$ cat config.mk
export PLATFORM = sky130hd
export DESIGN_NAME = stream_top
export DESIGN_NICKNAME = d
export VERILOG_FILES = /design/src/hw/stream_pkg.sv /design/src/hw/fifo_ram.sv /design/src/hw/sc_fifo.sv /design/src/hw/cmd_framer.sv /design/src/hw/acc_exec.sv /design/src/hw/stream_top.sv
export SDC_FILE = /design/constraint.sdc
export NUM_CORES = 1
export LEC_CHECK = 0
export BUFFER_PORTS_ARGS = -buffer_cell sky130_fd_sc_hd__clkbuf_2
export CELL_PAD_IN_SITES_DETAIL_PLACEMENT = 1
export CELL_PAD_IN_SITES_GLOBAL_PLACEMENT = 1
export CORE_ASPECT_RATIO = 1.5
export CORE_MARGIN = 4
export CORE_UTILIZATION = 53
export CTS_CLUSTER_SIZE = 30
export DETAILED_ROUTE_END_ITERATION = 10
export PLACE_DENSITY = 0.89
export SETUP_SLACK_MARGIN = 0.05
export SLEW_MARGIN = 30
export SYNTH_ARGS = -nofsm -noshare
export SYNTH_HDL_FRONTEND = slang
export SYNTH_HIERARCHICAL = 1
export SYNTH_SLANG_ARGS = --single-unit
$ cat constraint.sdc
create_clock -name clk -period 17.05 [get_ports clk]
set_input_delay 3.41 -clock clk [delete_from_list [all_inputs] [get_ports clk]]
set_output_delay 3.41 -clock clk [all_outputs]
set_load 0.05 [all_outputs]
$ cat src/hw/stream_pkg.sv
package stream_pkg;

	////////////////////////////////////////////////////////////
	// Field widths
	////////////////////////////////////////////////////////////

	// Sequence tag carried with every operation
	localparam int TAG_W = 8;

	// Argument and accumulator width
	localparam int ARG_W = 32;

	////////////////////////////////////////////////////////////
	// Operation encoding
	////////////////////////////////////////////////////////////

	typedef enum logic [1:0]
	{
		OP_LOAD  = 2'b00,
		OP_ADD   = 2'b01,
		OP_XOR   = 2'b10,
		OP_CLEAR = 2'b11
	} op_e;

	// One FIFO entry
	typedef struct packed
	{
		op_e              op;
		logic [TAG_W-1:0] tag;
		logic [ARG_W-1:0] arg;
	} cmd_rec_t;

	// One executor output
	typedef struct packed
	{
		logic [TAG_W-1:0] tag;
		logic [ARG_W-1:0] acc;
	} result_t;

	////////////////////////////////////////////////////////////
	// FIFO sizing
	////////////////////////////////////////////////////////////

	localparam int FIFO_AW    = 4;
	localparam int FIFO_DEPTH = 1 << FIFO_AW;
	localparam int AF_MARGIN  = 4;

	// Occupancy at which almost-full is raised
	localparam int AF_LEVEL = FIFO_DEPTH - AF_MARGIN;

	// Memory word width
	localparam int REC_W = $bits(cmd_rec_t);

endpackage

$ cat src/hw/fifo_ram.sv
`timescale 1ns/100ps

module fifo_ram import stream_pkg::*;
(
	input  logic               clk,
	input  logic               wr_en,
	input  logic [FIFO_AW-1:0] wr_addr,
	input  logic [REC_W-1:0]   wr_data,
	input  logic [FIFO_AW-1:0] rd_addr,
	output logic [REC_W-1:0]   rd_data
);

	logic [REC_W-1:0] mem [FIFO_DEPTH];

	always_ff @(posedge clk)
	begin
		if (wr_en)
			mem[wr_addr] <= wr_data;
	end

	// Registered read, a colliding write is seen one cycle later
	always_ff @(posedge clk)
	begin
		rd_data <= mem[rd_addr];
	end

endmodule

$ cat src/hw/sc_fifo.sv
`timescale 1ns/100ps

module sc_fifo import stream_pkg::*;
(
	input  logic       clk,
	input  logic       rst,
	input  logic       clr,
	input  logic       wr_en,
	input  cmd_rec_t   wr_rec,
	input  logic       rd_en,
	output cmd_rec_t   rd_rec,
	output logic       empty,
	output logic       full,
	output logic       almost_full,
	output logic [1:0] level
);

	logic [FIFO_AW-1:0] wp;
	logic [FIFO_AW-1:0] rp;
	logic [FIFO_AW:0]   cnt;
	logic [FIFO_AW:0]   cnt_next;
	logic [REC_W-1:0]   ram_q;

	////////////////////////////////////////////////////////////
	// Storage
	////////////////////////////////////////////////////////////

	fifo_ram i_fifo_ram
	(
		.clk     (clk),
		.wr_en   (wr_en),
		.wr_addr (wp),
		.wr_data (wr_rec),
		.rd_addr (rp),
		.rd_data (ram_q)
	);

	// Word addressed by rp in the read cycle
	assign rd_rec = ram_q;

	////////////////////////////////////////////////////////////
	// Pointers
	////////////////////////////////////////////////////////////

	always_ff @(posedge clk)
	begin
		if (!rst)
		begin
			wp <= '0;
			rp <= '0;
		end
		else if (clr)
		begin
			wp <= '0;
			rp <= '0;
		end
		else
		begin
			if (wr_en)
				wp <= wp + FIFO_AW'(1);
			if (rd_en)
				rp <= rp + FIFO_AW'(1);
		end
	end

	////////////////////////////////////////////////////////////
	// Occupancy and registered flags
	////////////////////////////////////////////////////////////

	// Simultaneous write and read leaves the count alone
	always_comb
	begin
		case ({wr_en, rd_en})
			2'b10:   cnt_next = cnt + 1'b1;
			2'b01:   cnt_next = cnt - 1'b1;
			default: cnt_next = cnt;
		endcase
	end

	// Flags follow the count they will describe next cycle
	always_ff @(posedge clk)
	begin
		if (!rst)
		begin
			cnt         <= '0;
			empty       <= 1'b1;
			full        <= 1'b0;
			almost_full <= 1'b0;
		end
		else if (clr)
		begin
			cnt         <= '0;
			empty       <= 1'b1;
			full        <= 1'b0;
			almost_full <= 1'b0;
		end
		else
		begin
			cnt         <= cnt_next;
			empty       <= (cnt_next == '0);
			full        <= (cnt_next == (FIFO_AW+1)'(FIFO_DEPTH));
			almost_full <= (cnt_next >= (FIFO_AW+1)'(AF_LEVEL));
		end
	end

	// Coarse fill, pinned at 3 once the count reaches depth
	assign level = cnt[FIFO_AW] ? 2'b11 : cnt[FIFO_AW-1 -: 2];

	////////////////////////////////////////////////////////////
	// Protocol checks on the producer and consumer
	////////////////////////////////////////////////////////////

	property p_no_write_full;
		@(posedge clk) disable iff (!rst)
		wr_en |-> !full;
	endproperty
	a_no_write_full: assert property (p_no_write_full)
		else $error("write while FIFO full");

	property p_no_read_empty;
		@(posedge clk) disable iff (!rst)
		rd_en |-> !empty;
	endproperty
	a_no_read_empty: assert property (p_no_read_empty)
		else $error("read while FIFO empty");

endmodule

$ cat src/hw/cmd_framer.sv
`timescale 1ns/100ps

module cmd_framer import stream_pkg::*;
(
	input  logic             clk,
	input  logic             rst,
	input  logic             clr,
	input  logic             in_valid,
	input  op_e              in_op,
	input  logic [ARG_W-1:0] in_arg,
	input  logic             fifo_full,
	output logic             wr_en,
	output cmd_rec_t         wr_rec,
	output logic             overflow
);

	logic             pend_valid;
	op_e              pend_op;
	logic [ARG_W-1:0] pend_arg;
	logic [TAG_W-1:0] tag;
	logic             drop;
	logic             ovf_sticky;

	// Full is sampled in the write cycle, where it already counts
	// the previous write, so back-to-back arrivals cannot overrun
	assign wr_en    = pend_valid && !fifo_full && !clr;
	assign drop     = pend_valid && fifo_full && !clr;
	assign overflow = ovf_sticky || drop;

	// Tag is attached at write time, dropped operations keep it
	assign wr_rec = '{op: pend_op, tag: tag, arg: pend_arg};

	always_ff @(posedge clk)
	begin
		if (!rst)
		begin
			pend_valid <= 1'b0;
			tag        <= '0;
			ovf_sticky <= 1'b0;
		end
		else if (clr)
		begin
			pend_valid <= 1'b0;
			tag        <= '0;
			ovf_sticky <= 1'b0;
		end
		else
		begin
			pend_valid <= in_valid;
			if (wr_en)
				tag <= tag + TAG_W'(1);
			if (drop)
				ovf_sticky <= 1'b1;
		end
	end

	// Operation payload, captured on the strobe
	always_ff @(posedge clk)
	begin
		if (in_valid)
		begin
			pend_op  <= in_op;
			pend_arg <= in_arg;
		end
	end

	// Full can only rise right after one of our writes
	property p_full_after_write;
		@(posedge clk) disable iff (!rst)
		$rose(fifo_full) |-> $past(wr_en);
	endproperty
	a_full_after_write: assert property (p_full_after_write)
		else $error("FIFO full rose without a write");

endmodule

$ cat src/hw/acc_exec.sv
`timescale 1ns/100ps

module acc_exec import stream_pkg::*;
(
	input  logic     clk,
	input  logic     rst,
	input  logic     clr,
	input  logic     drain_en,
	input  logic     fifo_empty,
	input  cmd_rec_t rd_rec,
	output logic     rd_en,
	output logic     res_valid,
	output result_t  res
);

	logic             rd_pend;
	logic [ARG_W-1:0] acc;
	logic [ARG_W-1:0] acc_next;
	logic [TAG_W-1:0] res_tag;

	// Empty already reflects the read of the previous cycle,
	// so a last record in flight is never read twice
	assign rd_en = drain_en && !fifo_empty && !clr;

	////////////////////////////////////////////////////////////
	// Opcode datapath
	////////////////////////////////////////////////////////////

	always_comb
	begin
		case (rd_rec.op)
			OP_LOAD:  acc_next = rd_rec.arg;
			OP_ADD:   acc_next = acc + rd_rec.arg;
			OP_XOR:   acc_next = acc ^ rd_rec.arg;
			OP_CLEAR: acc_next = '0;
			default:  acc_next = acc;
		endcase
	end

	always_ff @(posedge clk)
	begin
		if (!rst)
		begin
			rd_pend   <= 1'b0;
			res_valid <= 1'b0;
			acc       <= '0;
		end
		else if (clr)
		begin
			rd_pend   <= 1'b0;
			res_valid <= 1'b0;
			acc       <= '0;
		end
		else
		begin
			rd_pend   <= rd_en;
			res_valid <= rd_pend;
			if (rd_pend)
				acc <= acc_next;
		end
	end

	// Tag of the record just applied
	always_ff @(posedge clk)
	begin
		if (rd_pend)
			res_tag <= rd_rec.tag;
	end

	assign res = '{tag: res_tag, acc: acc};

	// Empty can only rise right after one of our reads or a clear
	property p_empty_after_read;
		@(posedge clk) disable iff (!rst)
		$rose(fifo_empty) |-> ($past(rd_en) || $past(clr));
	endproperty
	a_empty_after_read: assert property (p_empty_after_read)
		else $error("FIFO empty rose without a read");

endmodule

$ cat src/hw/stream_top.sv
`timescale 1ns/100ps

module stream_top import stream_pkg::*;
(
	input  logic             clk,
	input  logic             rst,
	input  logic             clr,
	input  logic             in_valid,
	input  op_e              in_op,
	input  logic [ARG_W-1:0] in_arg,
	input  logic             drain_en,
	output logic             res_valid,
	output result_t          res,
	output logic             fifo_empty,
	output logic             fifo_full,
	output logic             fifo_almost_full,
	output logic [1:0]       fifo_level,
	output logic             overflow
);

	logic     wr_en;
	cmd_rec_t wr_rec;
	logic     rd_en;
	cmd_rec_t rd_rec;

	// Producer
	cmd_framer i_cmd_framer
	(
		.clk       (clk),
		.rst       (rst),
		.clr       (clr),
		.in_valid  (in_valid),
		.in_op     (in_op),
		.in_arg    (in_arg),
		.fifo_full (fifo_full),
		.wr_en     (wr_en),
		.wr_rec    (wr_rec),
		.overflow  (overflow)
	);

	// Buffer
	sc_fifo i_sc_fifo
	(
		.clk         (clk),
		.rst         (rst),
		.clr         (clr),
		.wr_en       (wr_en),
		.wr_rec      (wr_rec),
		.rd_en       (rd_en),
		.rd_rec      (rd_rec),
		.empty       (fifo_empty),
		.full        (fifo_full),
		.almost_full (fifo_almost_full),
		.level       (fifo_level)
	);

	// Consumer
	acc_exec i_acc_exec
	(
		.clk        (clk),
		.rst        (rst),
		.clr        (clr),
		.drain_en   (drain_en),
		.fifo_empty (fifo_empty),
		.rd_rec     (rd_rec),
		.rd_en      (rd_en),
		.res_valid  (res_valid),
		.res        (res)
	);

endmodule

* Yosys cells after proc, flatten, opt, wreduce, memory -nomap -nowiden
Memories as Yosys holds them, arrays and structs flattened. A register that Yosys moved wholly into a read port is not among the register bits.
Index checks and enable logic that the tools add are counted.
** Operators by class
- Order comparisons :: 1
- Equal/unequal tests :: 6
- Add/sub/neg operators :: 6
- Reductions and logical operators :: 13
- Bitwise gates (word level) :: 2
- Mux-type cells :: 5
** Operator list (number)
- $pmux 32 s4 :: 1
- $add 32x32->32 :: 1
- $xor 32x32->32 :: 1
- $pmux 5 s2 :: 1
- $add 4x1->4 const B :: 2
- $add 8x1->8 const B :: 1
- $eq 2x2->1 const B :: 3
- $logic_and 1x1->1 :: 6
- $add 5x1->5 const B :: 1
- $eq 5x5->1 const B :: 1
- $ge 5x4->1 const B :: 1
- $logic_not 5->1 :: 1
- $sub 5x1->5 const B :: 1
- $eq 2x1->1 const B :: 2
- $logic_not 1->1 :: 3
- $logic_not 2->1 :: 1
- $mux 1 :: 2
- $mux 2 :: 1
- $reduce_or 2->1 :: 1
- $logic_or 1x1->1 :: 1
- $not 1->1 :: 1
** Storage, ports and cells
- Output and inout bits :: 47
- Memory bits (writable) :: 672
- Memories :: 1
- Bits of input ports :: 39
- Logic and storage cells :: 49
- Register bits :: 102
** Memories
- i_sc_fifo.i_fifo_ram.mem :: words 16, width 42, read ports 1, clocked after memory_dff 1, wr ports 1, RTL line fifo_ram.sv:13 : logic [REC_W-1:0] mem [FIFO_DEPTH];

* Logic depth before layout (Yosys ltp)
Gate-level depths: netlist of run 1.
- Depth after elaboration :: 6
- Mapped depth :: 12
- Depth with buffers taken out :: 11

* Modules after synthesis
The synthesis of run 1 kept the hierarchy.
** By module, submodules not included
- fifo_ram :: area an instance 26055.0 µm², seq. area each 21020.2 µm², times used 1, cells an instance 1092
- acc_exec :: area an instance 3811.2 µm², seq. area each 920.9 µm², times used 1, cells an instance 482
- cmd_framer :: area an instance 1481.4 µm², seq. area each 1221.2 µm², times used 1, cells an instance 86
- sc_fifo :: area an instance 858.3 µm², seq. area each 320.3 µm², times used 1, cells an instance 88

* Worst setup path after synthesis of run 1
OpenSTA, ideal clock, no wires.
- Path type :: in2reg
- Start :: in clr
- End :: mem i_sc_fifo/i_fifo_ram/mem[0][0] (netlist bit), enable pin
- Data required time :: 16.557 ns
- Path slack :: 9.360 ns
- Buffers on the path :: 0
- Arrival :: 7.196 ns
- Setup time :: 0.493 ns
- Stages :: 3
- Cell sequence :: nor2_1 or3b_2 nor3_1
** On the way
- Cells in the longest elaborated chain, start to end :: 4
** Ends and longest elaborated chain
- start, declared :: RTL line stream_top.sv:7 : input logic clr,
- $logic_not 1->1 :: RTL line cmd_framer.sv:26 : assign wr_en = pend_valid && !fifo_full && !clr;
- $logic_and 1x1->1 :: RTL line cmd_framer.sv:26
- $mux 1 :: RTL line fifo_ram.sv:17 : if (wr_en)
- $mux 1 (not written as such) :: RTL line fifo_ram.sv:18 : mem[wr_addr] <= wr_data;
- end, declared :: RTL line fifo_ram.sv:13
No other way between the ends.

* Worst setup path in the final report of run 1
- Start :: in clr
- End :: out overflow
** On the way
- Cells in the longest elaborated chain, start to end :: 3
** Ends and longest elaborated chain
- $logic_not 1->1 :: RTL line cmd_framer.sv:27 : assign drop = pend_valid && fifo_full && !clr;
- $logic_and 1x1->1 :: RTL line cmd_framer.sv:27
- $logic_or 1x1->1 :: RTL line cmd_framer.sv:28 : assign overflow = ovf_sticky || drop;
- end, declared :: RTL line stream_top.sv:18 : output logic overflow
No other way between the ends.

==> results.cfg, run 1 <==
[clock_network]
cts-hold-fix-buffers = 0
clkSinkCount = 816
cts-root-buf = clkbuf_16
cts_setup_buffers = 0
clockBufferDepth = 3
clk_pin_slew_ns = 0.07
insertion_delay_ns = 0.62
cts_buffers = 74
cts_tree = yes
htreeDepth = 3
cts_resized = 0

[yosys]
synthFlopType = edfxtp_1
yosys-top-cells-area = edfxtp_1 67%, mux4_2 12%, dfxtp_1 6.3%, a22oi_1 2.2%, ha_1 1.4%
synth_fa_ha_area_frac = 0.01500
yosys.cell_types.count = 80
async_flop_share = 0
synth_area_per_cell_sq_um = 18.42
synthMuxAreaShare = 0.1225
yosysMostFrequentCell = edfxtp_1
synth-simple-area-share = 0.04394
synth_top_area_share = 0.6657
syn-num-nets = 1825
syn_inst = 1748
yosysSeqAreaShare = 0.7291
synth_top_family_by_area = multiplexers
synth-compound-area-share = 0.06084
synth_area_sq_um = 32210
synth_top_cell_by_area = edfxtp_1
synth_edf_count = 714
synthXorXnorAreaFrac = 0.01088
netlist_top_cells_count = 714 x edfxtp_1, 168 x mux4_2, 102 x dfxtp_1
ys_ff_latch = 816
yosys_warnings = 6

[global_route]
grt_most_used_layer = met2
use_met2 = 0.4668
grt_use_met3 = 0.03298
overflow = 0
grt_pass1_wl_um = 126700
grtUsageTotal = 0.2627
grt_max_degree = 76
grt_util_met1 = 0.3377
grt_antenna_before_repair = 0
grt_pass1_vias = 19280

[sta]
min_period_over_period = 0.4393
finalHoldViolations = 0
layout_min_cycle_time_ns = 7.491
finalMaxSlewViolations = 0
fmax_ghz = 0.1335
fin_worst_skew_ns = 0.02542
setup-tns-final_ns = 0
setup_viol = 0
rsz0062_at_grt = no
relSlewSlack = 0.3303
tightestPinTransition_ns = 1.002

[layout]
syn2layout_area_growth_pct = 11.60
seq_area_sq_um = 23490
diodes = 0
nets = 1926
multi_input_comb_area_sq_um = 8290
post-route-util = 0.5976
stdcell_area_sq_um = 35940
drive_gt1_frac = 0.2376
fillCellCount = 5198
final_cells = 2695

[floorplan]
fp-row-count = 110
dieArea_sq_um = 64850
die_w_um = 209.3
start_util = 0.5355
io_pins = 86
fp.coreArea_sq_um = 60150
die_h_um = 309.9

[route]
drc = 0
viasPerCell = 6.604
drt_first_pass_iters = 5
num_vias = 17800
wl_um = 85870
ant_nets = 0
post_drt_wl_per_cell_um = 31.86
drt_iter0_markers = 2258

[setup_path]
critical_path_class = in2out
startpoint_type = primary input
rr_worst_depth = 5
arrival_ns = 4.08
rr_startpoint = i_cmd_framer/pend_valid
cp_max_fo = 11
timing.rr.end = i_sc_fifo/i_fifo_ram/mem[5][4]
endpoint_kind = output pin
reg2reg_slack_ns = 13.51
required_ns = 13.64

[hold_path]
worstHoldPathType = reg2reg
min_delay_worst_endpoint = i_acc_exec/res_tag[7]
worstHoldPathCells = 0
hp-start = i_sc_fifo/i_fifo_ram/rd_data[39]

[place]
dp.cells = 2555
place_congestion = 0.8722
hpwl_um = 46090
io_buffer_count = 85
place_area_sq_um = 33500

[power_and_ir_drop]
peakVddDrop_v = 0.00007115
p_per_area_nw_per_um2 = 109.4
p_leak_nw = 11.62
finalPower_mw = 3.934

[run_status]
status = finished, final reports clean

[run]
max_cap_violations = 0
## sequential cells by signal, indices dropped and copies added (netlist names), 2 cells and up
register and cells:
i_acc_exec/res_tag 8, i_cmd_framer/pend_arg 32, i_sc_fifo/i_fifo_ram/rd_data 42, i_acc_exec/acc 32
i_sc_fifo/cnt 5, i_sc_fifo/i_fifo_ram/mem 672, i_sc_fifo/rp 4, i_cmd_framer/tag 8
i_sc_fifo/wp 4, i_cmd_framer/pend_op 2
## worst max-delay path by stage
stage,end,startpoint
after floorplan,i_sc_fifo/i_fifo_ram/mem[0][0],clr
after global placement,overflow,clr
after detailed placement,overflow,clr
after CTS,overflow,clr
after global routing,overflow,clr
final,overflow,clr
## metrics by stage
stage / setup slack [ns] / hold slack [ns]
floorplan: 9.360 / 0.3855
global placement: 9.549 / 0.3875
detailed placement: 9.550 / 0.3902
CTS: 9.546 / 0.4097
global route: 9.478 / 0.4139
finish: 9.559 / 0.4045
## cell type report
class	count	share of cell area
clock buffer	94	0.05448
sequential	816	0.6536
multi-input combinational	822	0.2307
timing repair buffer	120	0.02026
inverter	15	0.001566
tap	784	0.02729
clock inverter	44	0.01218
## routing by layer
metal	routed length (um)	up-vias	part of all wire
li1	-	7298	-
met1	30940	9280	0.36
met2	45920	1052	0.53
met3	6414	167	0.075
met4	2596	0	0.030
met5	0	-	0
## cells by family after synthesis
family	Yosys count
flip-flops	816
AO/OA/AOI/OAI	281
AND/OR/NAND/NOR	279
multiplexers	184
buffers and inverters	110
XOR/XNOR	40
adder cells (fa/ha/maj)	38
## power by group
part / total, mW / switching [mW] / leakage, nW / internal, mW
Sequential: 2.22 / 0.0342 / 7.39 / 2.19
Clock: 1.67 / 0.744 / 1.17 / 0.930
Combinational: 0.0384 / 0.0249 / 3.06 / 0.0135
Total: 3.93 / 0.803 / 11.6 / 3.13
## worst max-delay path: stages
cell and delay [ns]:
clkbuf_2 0.16, o21bai_1 0.20, clkbuf_2 0.31
## cells in the final DEF (no fill, tap or decap), types with 6 or more instances in the layout
cell       Yosys  routed
a211oi_1       6       6
a21oi_1       66      66
a221oi_1       7       7
a22oi_1       93      93
a31oi_1        8       8
and3_1         7       7
and4_1         6       6
buf_4          7      31
bufinv_16      0       7
clkbuf_1      50      18
clkbuf_16      0      75
clkbuf_2       1      85
clkinv_1       0      10
clkinv_2       0      15
dfxtp_1      102      99
edfxtp_1     714     714
ha_1          37      37
inv_1         15      15
mux2i_1       15      15
mux4_2       168     168
nand2_1       91      91
nand2b_1      11      10
nand3_1        7       7
nand3b_1      10      10
nand4_1       14      14
nor2_1        75      62
nor2_4         1      14
nor2b_1       12      10
nor3_1        14      10
nor3_2         3       7
o211ai_1       7       7
o21ai_0       40      40
xnor2_1       24      24
xor2_1        16      16
Note: power is estimated with default switching activity, not from simulation.
==> inputs of run 2 (changes only) <==
==> constraint.sdc (replaced) <==
create_clock -name clk -period 7.4 [get_ports clk]
set_input_delay 1.48 -clock clk [delete_from_list [all_inputs] [get_ports clk]]
set_output_delay 1.48 -clock clk [all_outputs]
set_load 0.05 [all_outputs]
==> run 2 against run 1 <==
Against the previous run:
- via count fell by 0.24%
- clock-buffer cell count rose by 4
- sequential share of layout area fell by 0.084 points
- power rose by 130%
- first-iteration DRC count fell by 0.97%
- non-clock buffer count fell by 5
- sequential power rose by 130%
- worst hold slack improved by 0.0012 ns
- critical path depth rose by 2
- worst setup slack got worse by 6.3 ns
==> results.cfg, run 2 (synthesis gave the netlist of run 1 again) <==
[run_status]
status = finished, final reports clean

[setup_path]
rr_worst_depth = 5
cp_slowest_cell = nor3_2
cp_slowest_stage_delay_ns = 0.78
endpoint_kind = register
required_ns = 7.63
rr_startpoint = i_cmd_framer/pend_valid
critical_path_class = in2reg
crit_chain = clkbuf_2, nor2_1, nand3b_1, nor3_2, buf_4
cp_max_fo = 34
timing.rr.end = i_sc_fifo/i_fifo_ram/mem[4][3]
arrival_ns = 4.34
reg2reg_slack_ns = 3.73
startpoint_type = primary input

[clock_network]
insertion_delay_ns = 0.62
htreeDepth = 3
cts-root-buf = clkbuf_16
cts_tree = yes
cts_resized = 0
clockBufferDepth = 3
clk_pin_slew_ns = 0.06
cts-hold-fix-buffers = 0
cts_setup_buffers = 0
clkSinkCount = 816
cts_buffers = 74

[run]
max_cap_violations = 0

[floorplan]
dieArea_sq_um = 64850
die_w_um = 209.3
fp-row-count = 110
start_util = 0.5355
fp.coreArea_sq_um = 60150
die_h_um = 309.9
io_pins = 86

[place]
place_congestion = 0.8627
hpwl_um = 48290
io_buffer_count = 85
dp.cells = 2552

[layout]
drive_gt1_frac = 0.2370
top_regs = i_sc_fifo/i_fifo_ram/mem: 672 flops, i_sc_fifo/i_fifo_ram/rd_data: 42 flops
nets = 1921
most-common-layout-cells = 714 x edfxtp_1, 168 x mux4_2, 99 x dfxtp_1, 93 x a22oi_1, 91 x nand2_1
largest_register = i_sc_fifo/i_fifo_ram/mem
final_common_cell = edfxtp_1
final_cells = 2687
syn2layout_area_growth_pct = 11.75
fillCellCount = 5209
post-route-util = 0.5984
diodes = 0
largest_reg_flops = 672

[power_and_ir_drop]
p_per_area_nw_per_um2 = 256.5
p_leak_nw = 11.59
power_frac_seq = 0.555
combPwrFrac = 0.010
switching_share = 0.2022
power.switching_mw = 1.866
peakVddDrop_v = 0.0001744
finalPower_mw = 9.230
internal-power_mw = 7.363
clkPwrFrac = 0.436

[sta]
finalHoldViolations = 0
setup-tns-final_ns = 0
fmax_ghz = 0.2434
holdWs_ns = 0.4057
relSlewSlack = 0.4047
min_period_over_period = 0.5552
rsz0062_at_grt = no
setup_viol = 0
finalMaxSlewViolations = 0
tightestPinTransition_ns = 0.8917
fin_worst_skew_ns = 0.03014
layout_min_cycle_time_ns = 4.108

[global_route]
grt_pass1_wl_um = 130200
grt_antenna_before_repair = 4
grtUsageTotal = 0.2713
grt_util_met1 = 0.3394
grt_most_used_layer = met2
grt_use_met3 = 0.04145
grt_max_degree = 92
grt_pass1_vias = 19140
overflow = 0
use_met2 = 0.4906

[route]
drt_iter0_markers = 2236
wl_um = 87440
num_vias = 17750
post_drt_wl_per_cell_um = 32.54
drt_first_pass_iters = 6
drc = 0
viasPerCell = 6.607
ant_nets = 0

[hold_path]
hp-start = i_sc_fifo/i_fifo_ram/rd_data[35]
min_delay_worst_endpoint = i_acc_exec/res_tag[3]
worstHoldPathCells = 0
worstHoldPathType = reg2reg
[run 2: area by class of cell]
type | instances | area [sq um] | share of cell area
tap | 784 | 980.9 | 0.02726
multi-input combinational | 822 | 8290 | 0.2304
clock buffer | 98 | 2066 | 0.05740
timing repair buffer | 115 | 670.6 | 0.01863
sequential | 816 | 23490 | 0.6527
clock inverter | 37 | 434.2 | 0.01206
inverter | 15 | 56.30 | 0.001564
[run 2: routing by layer]
layer / share of wire / routed length, um / vias up
li1: - / - / 7290
met1: 0.35 / 30900 / 9277
met3: 0.074 / 6486 / 182
met4: 0.033 / 2874 / 4
met5: 0.00032 / 28 / -
met2: 0.54 / 47160 / 1001
[run 2: power groups by stage]
stage	clock network, mW	registers (mW)	logic, mW
final	4.02	5.12	0.0881
after global routing	4.28	5.12	0.0945
after CTS	4.07	5.12	0.0876
after detailed placement	0	5.22	0.0850
after global placement	0	5.21	0.0809
after floorplan	0	5.18	0.0472
[run 2: worst max path at each step]
stage	startpoint	endpoint	slack [ns]
after floorplan	clr	i_sc_fifo/i_fifo_ram/mem[0][0]	1.64
after global placement	clr	i_sc_fifo/i_fifo_ram/mem[4][20]	3.08
after detailed placement	clr	i_sc_fifo/i_fifo_ram/mem[4][37]	2.85
after CTS	clr	i_sc_fifo/i_fifo_ram/mem[4][26]	3.38
after global routing	clr	i_sc_fifo/i_fifo_ram/mem[4][34]	3.22
final	clr	i_sc_fifo/i_fifo_ram/mem[4][3]	3.29
[run 2: critical path, delay by kind of cell]
kind	cells	cell delay, ns
and+or+nand+nor	3	1.96
buffers and inverters	2	0.86
[run 2: through the flow]
step / instance area (sq um) / setup WS, ns
3_3_place_gp: 33480 / 3.080
2_1_floorplan: 32210 / 1.640
4_1_cts: 35990 / 3.383
6_report: 35990 / 3.292
5_1_grt: 35990 / 3.217
3_5_place_dp: 33490 / 2.847
